===== src/verilog/rv_mini_pkg.sv =====
package rv_mini_pkg;

    ////////////////////
    // basic word types
    ////////////////////

    // register index, x0..x31
    typedef logic [4:0] reg_addr_t;

    // data and address word
    typedef logic [31:0] xword_t;

    // major opcodes of the supported subset
    localparam logic [6:0] op_op     = 7'b0110011;
    localparam logic [6:0] op_op_imm = 7'b0010011;
    localparam logic [6:0] op_lui    = 7'b0110111;

    // funct3 of the arithmetic group
    localparam logic [2:0] f3_add_sub = 3'b000;
    localparam logic [2:0] f3_slt     = 3'b010;
    localparam logic [2:0] f3_xor     = 3'b100;
    localparam logic [2:0] f3_or      = 3'b110;
    localparam logic [2:0] f3_and     = 3'b111;

    // funct7 of register-register forms
    localparam logic [6:0] f7_base = 7'b0000000;
    localparam logic [6:0] f7_sub  = 7'b0100000;

    // alu operations, pass_b carries the lui immediate
    typedef enum logic [2:0] {
        alu_add,
        alu_sub,
        alu_and,
        alu_or,
        alu_xor,
        alu_slt,
        alu_pass_b
    } alu_op_t;

    ////////////////////
    // instruction views
    ////////////////////

    // r-type layout
    typedef struct packed {
        logic [6:0] funct7;
        reg_addr_t  rs2;
        reg_addr_t  rs1;
        logic [2:0] funct3;
        reg_addr_t  rd;
        logic [6:0] opcode;
    } r_fields_t;

    // i-type layout, imm12 overlays funct7 and rs2
    typedef struct packed {
        logic [11:0] imm12;
        reg_addr_t   rs1;
        logic [2:0]  funct3;
        reg_addr_t   rd;
        logic [6:0]  opcode;
    } i_fields_t;

    // one fetched word, read through either layout
    typedef union packed {
        r_fields_t r;
        i_fields_t i;
    } instr_u;

endpackage


===== src/verilog/rv_fetch.sv =====
`timescale 1ns/10ps

module rv_fetch import rv_mini_pkg::*; #(
    parameter int imem_depth = 16
) (
    input  logic                          clk,
    input  logic                          rst_n,
    input  logic                          run,
    input  logic                          stall,
    input  logic                          prog_valid,
    input  logic [$clog2(imem_depth)-1:0] prog_addr,
    input  xword_t                        prog_data,
    output logic                          prog_ready,
    output logic                          if_valid,
    output xword_t                        if_instr,
    output xword_t                        if_pc
);

    localparam int aw = $clog2(imem_depth);

    // instruction store, written only while stopped
    xword_t imem [imem_depth];

    xword_t    pc;
    xword_t    fetch_word;
    logic      run_q;
    logic      halted;
    logic      fetch_ok;
    logic      issue;

    // host may load only while the core is stopped
    assign prog_ready = ~run;

    always_ff @(posedge clk) begin
        if (prog_valid && prog_ready) begin
            imem[prog_addr] <= prog_data;
        end
    end

    // word at the current pc, word index from pc bits above the byte offset
    assign fetch_word = imem[pc[aw+1:2]];

    // only the three supported opcodes go on, an all-zero word fails this too
    assign fetch_ok = (fetch_word[6:0] == op_op) ||
                      (fetch_word[6:0] == op_op_imm) ||
                      (fetch_word[6:0] == op_lui);

    // run_q delays the first fetch by one edge after run is seen
    assign issue = run && run_q && !halted && !stall;

    ////////////////////
    // pc and control
    ////////////////////
    always_ff @(posedge clk or negedge rst_n) begin
        if (!rst_n) begin
            run_q    <= 1'b0;
            pc       <= '0;
            if_valid <= 1'b0;
            halted   <= 1'b0;
        end else begin
            run_q <= run;
            if (!run) begin
                // stopped, rewind for the next program
                pc       <= '0;
                if_valid <= 1'b0;
                halted   <= 1'b0;
            end else if (!stall) begin
                if (issue && fetch_ok) begin
                    if_valid <= 1'b1;
                    pc       <= pc + 32'd4;
                end else begin
                    if_valid <= 1'b0;
                    // halt marker or foreign opcode, stay stopped until run falls
                    if (issue) begin
                        halted <= 1'b1;
                    end
                end
            end
        end
    end

    // fetch register payload
    always_ff @(posedge clk) begin
        if (issue && fetch_ok) begin
            if_instr <= fetch_word;
            if_pc    <= pc;
        end
    end

endmodule


===== src/verilog/rv_regfile.sv =====
`timescale 1ns/10ps

module rv_regfile import rv_mini_pkg::*; (
    input  logic      clk,
    input  logic      rst_n,
    input  reg_addr_t rs1_addr,
    input  reg_addr_t rs2_addr,
    input  logic      we,
    input  reg_addr_t wr_addr,
    input  xword_t    wr_data,
    input  reg_addr_t dbg_addr,
    output xword_t    rs1_data,
    output xword_t    rs2_data,
    output xword_t    dbg_data
);

    xword_t regs [32];

    // write port, x0 never written so it stays zero from reset
    always_ff @(posedge clk or negedge rst_n) begin
        if (!rst_n) begin
            for (int i = 0; i < 32; i++) begin
                regs[i] <= '0;
            end
        end else if (we && (wr_addr != '0)) begin
            regs[wr_addr] <= wr_data;
        end
    end

    // operand reads, no write bypass here
    assign rs1_data = regs[rs1_addr];
    assign rs2_data = regs[rs2_addr];

    // debug read, one cycle behind the address
    always_ff @(posedge clk or negedge rst_n) begin
        if (!rst_n) begin
            dbg_data <= '0;
        end else begin
            dbg_data <= regs[dbg_addr];
        end
    end

endmodule


===== src/verilog/rv_decode_exec.sv =====
`timescale 1ns/10ps

module rv_decode_exec import rv_mini_pkg::*; (
    input  logic      clk,
    input  logic      rst_n,
    input  logic      stall,
    input  logic      if_valid,
    input  xword_t    if_instr,
    input  xword_t    rs1_data,
    input  xword_t    rs2_data,
    input  logic      wb_valid,
    input  reg_addr_t wb_rd,
    input  xword_t    wb_data,
    output reg_addr_t rs1_addr,
    output reg_addr_t rs2_addr,
    output logic      ex_valid,
    output reg_addr_t ex_rd,
    output xword_t    ex_result
);

    // operand b sources
    localparam logic [1:0] bsel_reg = 2'd0;
    localparam logic [1:0] bsel_imm = 2'd1;
    localparam logic [1:0] bsel_lui = 2'd2;

    instr_u    ins;
    alu_op_t   alu_op;
    logic [1:0] b_sel;
    logic      supported;
    xword_t    op_a;
    xword_t    rs2_fwd;
    xword_t    op_b;
    xword_t    imm_i;
    xword_t    imm_u;
    xword_t    alu_res;

    // youngest producer wins, then the retire register, then the file
    function automatic xword_t fwd(input reg_addr_t addr, input xword_t rf_val);
        if ((addr != '0) && ex_valid && (ex_rd == addr)) begin
            return ex_result;
        end
        if ((addr != '0) && wb_valid && (wb_rd == addr)) begin
            return wb_data;
        end
        return rf_val;
    endfunction

    assign ins = if_instr;

    // register operands through the r-type view
    assign rs1_addr = ins.r.rs1;
    assign rs2_addr = ins.r.rs2;

    // immediates through the i-type view
    assign imm_i = {{20{ins.i.imm12[11]}}, ins.i.imm12};
    assign imm_u = {ins.i.imm12, ins.i.rs1, ins.i.funct3, 12'h000};

    ////////////////////
    // decode
    ////////////////////
    always_comb begin
        alu_op    = alu_add;
        b_sel     = bsel_reg;
        supported = 1'b1;
        case (ins.r.opcode)
            op_op: begin
                case (ins.r.funct3)
                    f3_add_sub: alu_op = (ins.r.funct7 == f7_sub) ? alu_sub : alu_add;
                    f3_slt:     alu_op = alu_slt;
                    f3_xor:     alu_op = alu_xor;
                    f3_or:      alu_op = alu_or;
                    f3_and:     alu_op = alu_and;
                    default:    supported = 1'b0;
                endcase
                // only the base funct7, plus sub on add_sub
                if ((ins.r.funct7 != f7_base) &&
                    !((ins.r.funct7 == f7_sub) && (ins.r.funct3 == f3_add_sub))) begin
                    supported = 1'b0;
                end
            end
            op_op_imm: begin
                b_sel = bsel_imm;
                case (ins.i.funct3)
                    f3_add_sub: alu_op = alu_add;
                    f3_slt:     alu_op = alu_slt;
                    f3_xor:     alu_op = alu_xor;
                    f3_or:      alu_op = alu_or;
                    f3_and:     alu_op = alu_and;
                    // shifts not in the subset
                    default:    supported = 1'b0;
                endcase
            end
            op_lui: begin
                b_sel  = bsel_lui;
                alu_op = alu_pass_b;
            end
            default: supported = 1'b0;
        endcase
    end

    // operand selection
    always_comb begin
        op_a    = fwd(rs1_addr, rs1_data);
        rs2_fwd = fwd(rs2_addr, rs2_data);
        case (b_sel)
            bsel_imm: op_b = imm_i;
            bsel_lui: op_b = imm_u;
            default:  op_b = rs2_fwd;
        endcase
    end

    // alu
    always_comb begin
        case (alu_op)
            alu_add:    alu_res = op_a + op_b;
            alu_sub:    alu_res = op_a - op_b;
            alu_and:    alu_res = op_a & op_b;
            alu_or:     alu_res = op_a | op_b;
            alu_xor:    alu_res = op_a ^ op_b;
            alu_slt:    alu_res = {31'b0, $signed(op_a) < $signed(op_b)};
            alu_pass_b: alu_res = op_b;
            default:    alu_res = '0;
        endcase
    end

    ////////////////////
    // result register
    ////////////////////
    always_ff @(posedge clk or negedge rst_n) begin
        if (!rst_n) begin
            ex_valid <= 1'b0;
        end else if (!stall) begin
            // unsupported encodings drop out as a bubble
            ex_valid <= if_valid && supported;
        end
    end

    always_ff @(posedge clk) begin
        if (!stall) begin
            ex_rd     <= ins.r.rd;
            ex_result <= alu_res;
        end
    end

endmodule


===== src/verilog/rv_writeback.sv =====
`timescale 1ns/10ps

module rv_writeback import rv_mini_pkg::*; (
    input  logic      clk,
    input  logic      rst_n,
    input  logic      ex_valid,
    input  reg_addr_t ex_rd,
    input  xword_t    ex_result,
    input  logic      retire_ready,
    output logic      retire_valid,
    output reg_addr_t retire_rd,
    output xword_t    retire_data,
    output logic      stall,
    output logic      wb_we,
    output reg_addr_t wb_rd,
    output xword_t    wb_data
);

    logic load_en;
    logic accept;

    // retire handshake
    assign accept = retire_valid && retire_ready;

    // free slot, either empty or draining this cycle
    assign load_en = !retire_valid || retire_ready;

    // full and held back, freeze everything upstream
    assign stall = !load_en;

    always_ff @(posedge clk or negedge rst_n) begin
        if (!rst_n) begin
            retire_valid <= 1'b0;
        end else if (load_en) begin
            retire_valid <= ex_valid;
        end
    end

    // payload only moves with a new instruction
    always_ff @(posedge clk) begin
        if (load_en && ex_valid) begin
            retire_rd   <= ex_rd;
            retire_data <= ex_result;
        end
    end

    // register file write on the handshake, x0 skipped
    assign wb_we   = accept && (retire_rd != '0);
    assign wb_rd   = retire_rd;
    assign wb_data = retire_data;

endmodule


===== src/verilog/rv_core.sv =====
`timescale 1ns/10ps

module rv_core import rv_mini_pkg::*; #(
    parameter int imem_depth = 16
) (
    input  logic                          clk,
    input  logic                          rst_n,
    input  logic                          run,
    input  logic                          prog_valid,
    input  logic [$clog2(imem_depth)-1:0] prog_addr,
    input  xword_t                        prog_data,
    input  logic                          retire_ready,
    input  reg_addr_t                     dbg_addr,
    output logic                          prog_ready,
    output logic                          retire_valid,
    output reg_addr_t                     retire_rd,
    output xword_t                        retire_data,
    output xword_t                        dbg_data
);

    // fetch to decode/exec
    logic      if_valid;
    xword_t    if_instr;

    // decode/exec to register file
    reg_addr_t rs1_addr;
    reg_addr_t rs2_addr;
    xword_t    rs1_data;
    xword_t    rs2_data;

    // decode/exec to writeback
    logic      ex_valid;
    reg_addr_t ex_rd;
    xword_t    ex_result;

    // writeback to register file and upstream
    logic      stall;
    logic      wb_we;
    reg_addr_t wb_rd;
    xword_t    wb_data;

    rv_fetch #(
        .imem_depth (imem_depth)
    ) u_fetch (
        .clk        (clk),
        .rst_n      (rst_n),
        .run        (run),
        .stall      (stall),
        .prog_valid (prog_valid),
        .prog_addr  (prog_addr),
        .prog_data  (prog_data),
        .prog_ready (prog_ready),
        .if_valid   (if_valid),
        .if_instr   (if_instr),
        .if_pc      ()
    );

    rv_regfile u_regfile (
        .clk      (clk),
        .rst_n    (rst_n),
        .rs1_addr (rs1_addr),
        .rs2_addr (rs2_addr),
        .we       (wb_we),
        .wr_addr  (wb_rd),
        .wr_data  (wb_data),
        .dbg_addr (dbg_addr),
        .rs1_data (rs1_data),
        .rs2_data (rs2_data),
        .dbg_data (dbg_data)
    );

    // retire register doubles as the second forwarding source
    rv_decode_exec u_decode_exec (
        .clk       (clk),
        .rst_n     (rst_n),
        .stall     (stall),
        .if_valid  (if_valid),
        .if_instr  (if_instr),
        .rs1_data  (rs1_data),
        .rs2_data  (rs2_data),
        .wb_valid  (retire_valid),
        .wb_rd     (retire_rd),
        .wb_data   (retire_data),
        .rs1_addr  (rs1_addr),
        .rs2_addr  (rs2_addr),
        .ex_valid  (ex_valid),
        .ex_rd     (ex_rd),
        .ex_result (ex_result)
    );

    rv_writeback u_writeback (
        .clk          (clk),
        .rst_n        (rst_n),
        .ex_valid     (ex_valid),
        .ex_rd        (ex_rd),
        .ex_result    (ex_result),
        .retire_ready (retire_ready),
        .retire_valid (retire_valid),
        .retire_rd    (retire_rd),
        .retire_data  (retire_data),
        .stall        (stall),
        .wb_we        (wb_we),
        .wb_rd        (wb_rd),
        .wb_data      (wb_data)
    );

endmodule


===== config.mk =====
export PLATFORM = sky130hd
export DESIGN_NAME = rv_core
export DESIGN_NICKNAME = d
export VERILOG_FILES = /design/src/verilog/rv_mini_pkg.sv /design/src/verilog/rv_fetch.sv /design/src/verilog/rv_regfile.sv /design/src/verilog/rv_decode_exec.sv /design/src/verilog/rv_writeback.sv /design/src/verilog/rv_core.sv
export SDC_FILE = /design/constraint.sdc
export NUM_CORES = 2
export LEC_CHECK = 0
export BUFFER_PORTS_ARGS = -buffer_cell sky130_fd_sc_hd__buf_2
export CORE_MARGIN = 2
export CORE_UTILIZATION = 35
export CTS_BUF_LIST = sky130_fd_sc_hd__clkbuf_8
export DETAILED_ROUTE_END_ITERATION = 8
export PLACE_DENSITY = 0.46
export SYNTH_ARGS = -nofsm -noshare
export SYNTH_HDL_FRONTEND = slang
export SYNTH_HIERARCHICAL = 1
export SYNTH_SLANG_ARGS = --single-unit

===== constraint.sdc =====
create_clock -name clk -period 6.6 [get_ports clk]
set_clock_uncertainty 0.05 [all_clocks]
set_input_delay 0.33 -clock clk [delete_from_list [all_inputs] [get_ports clk]]
set_output_delay 0.33 -clock clk [all_outputs]
set_load 0.02 [all_outputs]

* Word-level counts from Yosys, hierarchy flattened
Memory sizes are Yosys's and may differ from the RTL's. Index checks and enable logic that the tools add are counted.
Word-level totals: input bits 46, RAM bits 512, bits in registers 1199, memories kept 1
Operators by class: bitwise operators 8, eq/ne operators 27, add/subtract/negate cells 3, mux-type cells 48, reduce and logical (&&, ||, !) cells 36, magnitude comparators 6
Memories:
- u_fetch.imem | words 16, width 32, rd ports 1, clocked after Yosys merged registers in 0, write ports 1, line rv_fetch.sv:22 | xword_t imem [imem_depth];
Operator list (count):
- bitwise mux 1024 bit | 1
- two-way mux 32 bit | 18
- binary-select mux 32 bit (select 5 bit) | 3
- one-hot mux 32 bit (7 select lines) | 1
- demux 32 bit (select 5 bit) | 1
- one-hot mux 32 bit (2 select lines) | 1
- equality test 7 x 6 -> 1 bit (second input constant) | 5
- adder 32 x 3 -> 32 bit (second input constant) | 1
- adder 32 bit | 1
- AND 32 bit | 1
- less-than comparator 32 bit | 1
- bitwise OR 32 bit | 1
- subtractor 32 bit | 1
- XOR 32 bit | 1
- greater-or-equal comparator 6 bit (second input constant) | 4
- inverter 5 -> 6 bit | 4
- logical AND 1 bit | 21
- equality test 5 bit | 4
- equality test 3 bit (second input constant) | 6
- two-way mux 1 bit | 18
- one-hot mux 3 bit (5 select lines) | 1
- nonzero test 5 bit | 3
- equality test 7 x 5 -> 1 bit (second input constant) | 2
- one-hot mux 3 bit (4 select lines) | 1
- other kinds (18) | 27

* Logic depth before layout (Yosys ltp)
depth after elaboration 10, depth in mapped cells 25

* Hierarchy
The synthesis kept the hierarchy.
Modules (own cells, without submodules):
- rv_regfile | cells each 5791, times used 1, area each 65481.6 sq um, seq. area each 26425.3 sq um
- rv_fetch | cells each 1068, times used 1, area each 23432.5 sq um, seq. area each 18062.3 sq um
- rv_decode_exec | cells each 1249, times used 1, area each 8602.0 sq um, seq. area each 1136.1 sq um
- rv_writeback | cells each 81, times used 1, area each 1452.6 sq um, seq. area each 1136.1 sq um

* Worst setup path before layout
No wires, ideal clock.
path kind register to register, start register u_fetch.pc[3], end register u_fetch.pc[2], stages on the path, launching flop included 10, clock period less this slack 5.989 ns, data required time 6.246 ns, slack 0.611 ns, arrival time 5.635 ns, cell sequence dfrtp_1 -> buf_6 -> buf_6 -> buf_6 -> mux4_2 -> nand2_1 -> nand2_1 -> o32a_1 -> nor4_2 -> mux2i_1
Between the ends: cells in the longest elaborated chain, start to end 7
Ends and longest elaborated chain:
- start, declared | line rv_fetch.sv:24 | xword_t pc;
- start signal, assigned | line rv_fetch.sv:70 | pc <= pc + 32'd4;
- memory read (16 x 32 bit) (*)
- equality test 7 x 6 -> 1 bit or equality test 7 x 5 -> 1 bit (tied branches) | line rv_fetch.sv:44, rv_fetch.sv:45
- logical OR 1 bit | line rv_fetch.sv:44 | assign fetch_ok = (fetch_word[6:0] == op_op) ||
- logical OR 1 bit (*) | line rv_fetch.sv:45 | (fetch_word[6:0] == op_op_imm) ||
- logical AND 1 bit (*) | line rv_fetch.sv:68 | if (issue && fetch_ok) begin
- != test 2 x 1 -> 1 bit (no source line) (*)
- AND reduction 2 bit (no source line) (*)
Mark *: on every way between the ends. The rest lies on a longest branch, timed or not. A chain may end at the register's enable or synchronous reset.

* Final worst setup path
start register u_fetch.if_instr[21], end register u_decode_exec.ex_result[31] (data pin)
RTL lines:
- start, declared | line rv_fetch.sv:15 | output xword_t if_instr,
- start signal, assigned | line rv_fetch.sv:85 | if_instr <= fetch_word;
- inverter 5 -> 6 bit (implied by the code) (*) | line rv_regfile.sv:32 | assign rs2_data = regs[rs2_addr];
- binary-select mux 32 bit (select 5 bit) (*) | line rv_regfile.sv:32
- two-way mux 32 bit (implied by the code) (*) (2 in series) | line rv_regfile.sv:32
- net rs2_data[12] | line rv_core.sv:29 | xword_t rs2_data;
- two-way mux 32 bit (*) | line rv_decode_exec.sv:45 | return rf_val;
- two-way mux 32 bit (*) | line rv_decode_exec.sv:42 | if ((addr != '0) && wb_valid && (wb_rd == addr)) begin
- one-hot mux 32 bit (2 select lines) (*) | line rv_decode_exec.sv:105 | case (b_sel)
- subtractor 32 bit or adder 32 bit (tied branches) | line rv_decode_exec.sv:116, rv_decode_exec.sv:115
- one-hot mux 32 bit (7 select lines) (*) | line rv_decode_exec.sv:114 | case (alu_op)
- end signal, assigned | line rv_decode_exec.sv:141 | ex_result <= alu_res;
- end, declared | line rv_decode_exec.sv:18 | output xword_t ex_result
The timed path passes the listed nets; every way through them passes the cells marked *. The select of a mux whose other input is x is not followed.

==> flow_results.org <==
** Floorplanning
- The die covers 279300 sq um.
- The floorplan has 192 rows.
- Top-level port count :: 117
- The die is 528.5 um wide.
- After floorplanning, the core was sized to cover 273600 sq um.
- Effective utilization at floorplan :: 35.19%
- The die is 528.5 um tall.

** Timing
- Total setup violations reported at the end of the flow :: 0
- For this run, the top clock speed supported by timing is 0.1568 GHz.
- Minimum clock period :: 6.379 ns
- Measured against its own limit, the worst slew margin works out to 9.381%.
- The final number of hold-violating endpoints is 0.
- RSZ-0062 raised after global routing :: false
- Final max-slew violation count :: 0
- Once routing completed, OpenROAD measured the worst setup slack at 0.2209 ns.
- Worst-margin pin slew :: 1.359 ns
- Of the available clock period, the critical path in the final layout requires 96.65%.
- Total Neg Setup Slack :: 0 ns

** Critical path
- Category of the critical setup timing path :: flop to flop
- Data arrival time of the worst path :: 7.11 ns
- Worst R2R Setup Slack :: 0.22 ns
- The worst setup path is launched from a flop.
- Of all nets on the critical path, the largest fanout is 36.
- Data required time at the worst endpoint :: 7.34 ns
- Depth of the worst register-to-register path :: 21
- In this run the critical register-to-register path is launched from u_fetch/if_instr[21]$_DFFE_PP_.
- STA classifies the critical path endpoint as a flop.
- The endpoint identified for the worst register-to-register timing path is u_decode_exec/ex_result[31]$_SDFFCE_PN0N_.

** Power
- Net switching component of the power :: 5.584 mW
- Combinational power share :: 4.1%
- For this design the static power due to leakage is 47.99 nW.
- Per report_power, the sequential group accounts for 48.6% of the total.
- Sw frac :: 24.76%
- Across the VDD grid, the largest voltage drop is 125.1 uV.
- Internal power consumption :: 16.97 mW
- After layout, the design draws a total of 22.55 mW.
- Power spread over the standard cell area amounts to 208.9 nW/um^2.
- Clock power frac :: 47.3%

** Synth
- Synthesized netlist cell count :: 7968
- Post-synth design cell area :: 96280 sq um
- The average instance in the mapped netlist occupies 12.08 sq um.
- During synthesis, Yosys emitted a total of 6 warnings.
- Total nets after synthesis :: 8116

** Placement
- In this run, placement finished with an instance count of 11220.
- Routability-driven placement finished with a final weighted congestion of 0.9886.
- At the placement stage, the worst setup path has a slack of 0.5239 ns.
- Total half-perimeter wirelength after legalization and detailed placement :: 229500 um
- Port buffering added 116 buffers.

** Outcome
- The flow ran to the end, and the final reports show no timing, DRC or antenna violations.

** GRT
- The initial antenna violation count came to 20.
- First-pass GRT wire length :: 548900 um
- After global routing the overflow that remains totals 0.
- Entering global routing, the biggest net connects 139 pins.
- Across every metal layer, demand over resource in global routing totals 27.16%.
- Number of global-route vias before repair :: 71970

** Drt
- Detailed Route Iter0 Violations :: 6675
- Routed WL :: 388600 um
- In this run the remaining antenna-violating nets after routing total 0.
- Routed len/inst :: 32.83 um
- After detailed routing, the number of vias per cell comes to 5.983.
- Number of design rule violations left after detail routing :: 0
- The first detailed-routing pass ran for 6 iterations.
- The routed layout has 70820 vias.

** Min path
- The worst hold path belongs to the class primary input to flop.
- WHS Endpoint :: u_regfile/dbg_data[18]$_DFF_PN0_
- The worst hold path passes through 6 cells.
- Startpoint of the most critical hold path :: dbg_addr[0]

** Clocking
- TritonCTS Buffers :: 320
- Postcts setup bufs :: 0
- Clock-pin slew was measured on the worst setup and hold paths at 0.07 ns.
- Gates resized during post-CTS repair numbered 0.
- The root buffer cell chosen for the clock tree is sky130_fd_sc_hd__clkbuf_8.
- Clock sink count :: 1683
- Clock tree from TritonCTS :: built
- Max clock buf depth :: 4
- At the later pin of the worst-skew pair, clock insertion delay measures 1.07 ns.
- The H-tree was split into 5 levels.

** Cells and area
- Share of post-route cells with drive strength above 1 :: 25.62%
- Once layout is complete, the utilization of the core stands at 39.45%.
- Number of nets in the layout :: 8149
- Relative to the synthesized area, the layout overhead comes to 12.13%.
- Non-filler instance count after layout :: 11840

** Flow run
- Max-cap violations in this run came to 0.
==> registers in the layout, indices dropped and copies added (netlist names) <==
register                  count
u_regfile/regs             1024
u_fetch/imem                512
u_decode_exec/ex_result      32
u_fetch/if_instr             32
u_regfile/dbg_data           32
u_writeback/retire_data      32
u_decode_exec/ex_rd           5
u_writeback/retire_rd         5
u_fetch/pc                    4
u_decode_exec/ex_valid        1
u_fetch/halted                1
u_fetch/if_valid              1
u_fetch/run_q                 1
u_writeback/retire_valid      1
==> power by group through the flow <==
stage	clock, mW	sequential, mW	combinational (mW)
6_report	10.7	11.0	0.931
5_1_grt	11.4	11.0	0.988
4_1_cts	11.0	11.0	0.938
3_5_place_dp	0	11.2	0.905
3_3_place_gp	0	11.1	0.900
2_1_floorplan	0	11.2	0.384
==> cell usage in the layout, fill, tap and decap left out, drive strengths merged, types with 100 or more instances in the layout <==
cell type	count
a21oi	381
a22o	192
a22oi	289
a31oi	130
buf	432
clkbuf	387
dfrtp	1065
edfxtp	618
ha	100
inv	200
mux2	997
mux2i	1579
mux4	151
nand2	521
nand3	307
nor2	153
nor3	121
==> layout make-up <==
| class | count | area (sq um) |
|---|---|---|
| multi-input cells | 5408 | 47080 |
| well taps | 3589 | 4491 |
| diodes | 7 | 17.52 |
| fillers | 26180 | 165700 |
| clock buffers | 387 | 5326 |
| inverters | 104 | 390.4 |
| flip-flops and latches | 1683 | 45220 |
| clock inverters | 175 | 1142 |
| repair buffers | 484 | 4289 |
==> metrics by stage <==
| stage | hold WS [ns] | cell area (sq um) |
|---|---|---|
| floorplan | -0.01559 | 96280 |
| finish | 0.1422 | 108000 |
| detailed placement | 0.3552 | 100900 |
| CTS | 0.01478 | 107900 |
| global route | 0.1235 | 107900 |
| global placement | 0.3545 | 100900 |
==> metal layers <==
metal	vias up	global-route usage [%]	share of wire, %
met5	-	0	0.022
met2	2727	41.42	44
met4	14	10.21	4.0
met1	37260	37.70	45
li1	30060	-	-
met3	769	5.738	7.3
==> critical path, stage by stage (launching register included) <==
cell and delay (ns):
sky130_fd_sc_hd__edfxtp_1 0.54, sky130_fd_sc_hd__buf_4 0.24, sky130_fd_sc_hd__buf_12 0.30, sky130_fd_sc_hd__buf_12 0.32, sky130_fd_sc_hd__mux2i_1 0.12, sky130_fd_sc_hd__a22o_1 0.29
sky130_fd_sc_hd__nor3_1 0.26, sky130_fd_sc_hd__a31oi_1 0.11, sky130_fd_sc_hd__nand3_1 0.32, sky130_fd_sc_hd__nand2_1 0.09, sky130_fd_sc_hd__a31oi_1 0.25, sky130_fd_sc_hd__o21ai_0 0.22
sky130_fd_sc_hd__ha_1 0.52, sky130_fd_sc_hd__inv_1 0.16, sky130_fd_sc_hd__a21oi_1 0.30, sky130_fd_sc_hd__o21ai_0 0.18, sky130_fd_sc_hd__a21oi_1 0.30, sky130_fd_sc_hd__a21oi_1 0.17
sky130_fd_sc_hd__a311oi_1 0.68, sky130_fd_sc_hd__buf_4 0.23, sky130_fd_sc_hd__nor4_1 0.05, sky130_fd_sc_hd__or3_1 0.37
==> how the worst max path moves through the flow <==
stage | start | end | cells past startpoint | slack [ns]
finish | u_fetch/if_instr[21]$_DFFE_PP_ | u_decode_exec/ex_result[31]$_SDFFCE_PN0N_ | 21 | 0.22
global route | u_fetch/if_instr[21]$_DFFE_PP_ | u_decode_exec/ex_result[25]$_SDFFCE_PN0N_ | 22 | 0.01
CTS | u_fetch/if_instr[21]$_DFFE_PP_ | u_decode_exec/ex_result[31]$_SDFFCE_PN0N_ | 21 | 0.47
detailed placement | u_fetch/if_instr[21]$_DFFE_PP_ | u_decode_exec/ex_result[31]$_SDFFCE_PN0N_ | 21 | 0.52
global placement | u_fetch/if_instr[21]$_DFFE_PP_ | u_decode_exec/ex_result[31]$_SDFFCE_PN0N_ | 21 | 0.50
floorplan | u_fetch/if_instr[3]$_DFFE_PP_ | u_decode_exec/ex_result[24]$_SDFFCE_PN0N_ | 20 | 1.21
==> what timing repair did <==
action / 4_1_cts / 5_1_grt
hold buffers: 53 / 0
setup endpoints to repair: 0 / 0
hold endpoints to repair: 1130 / 0
Power figures use the tool's default switching activity.
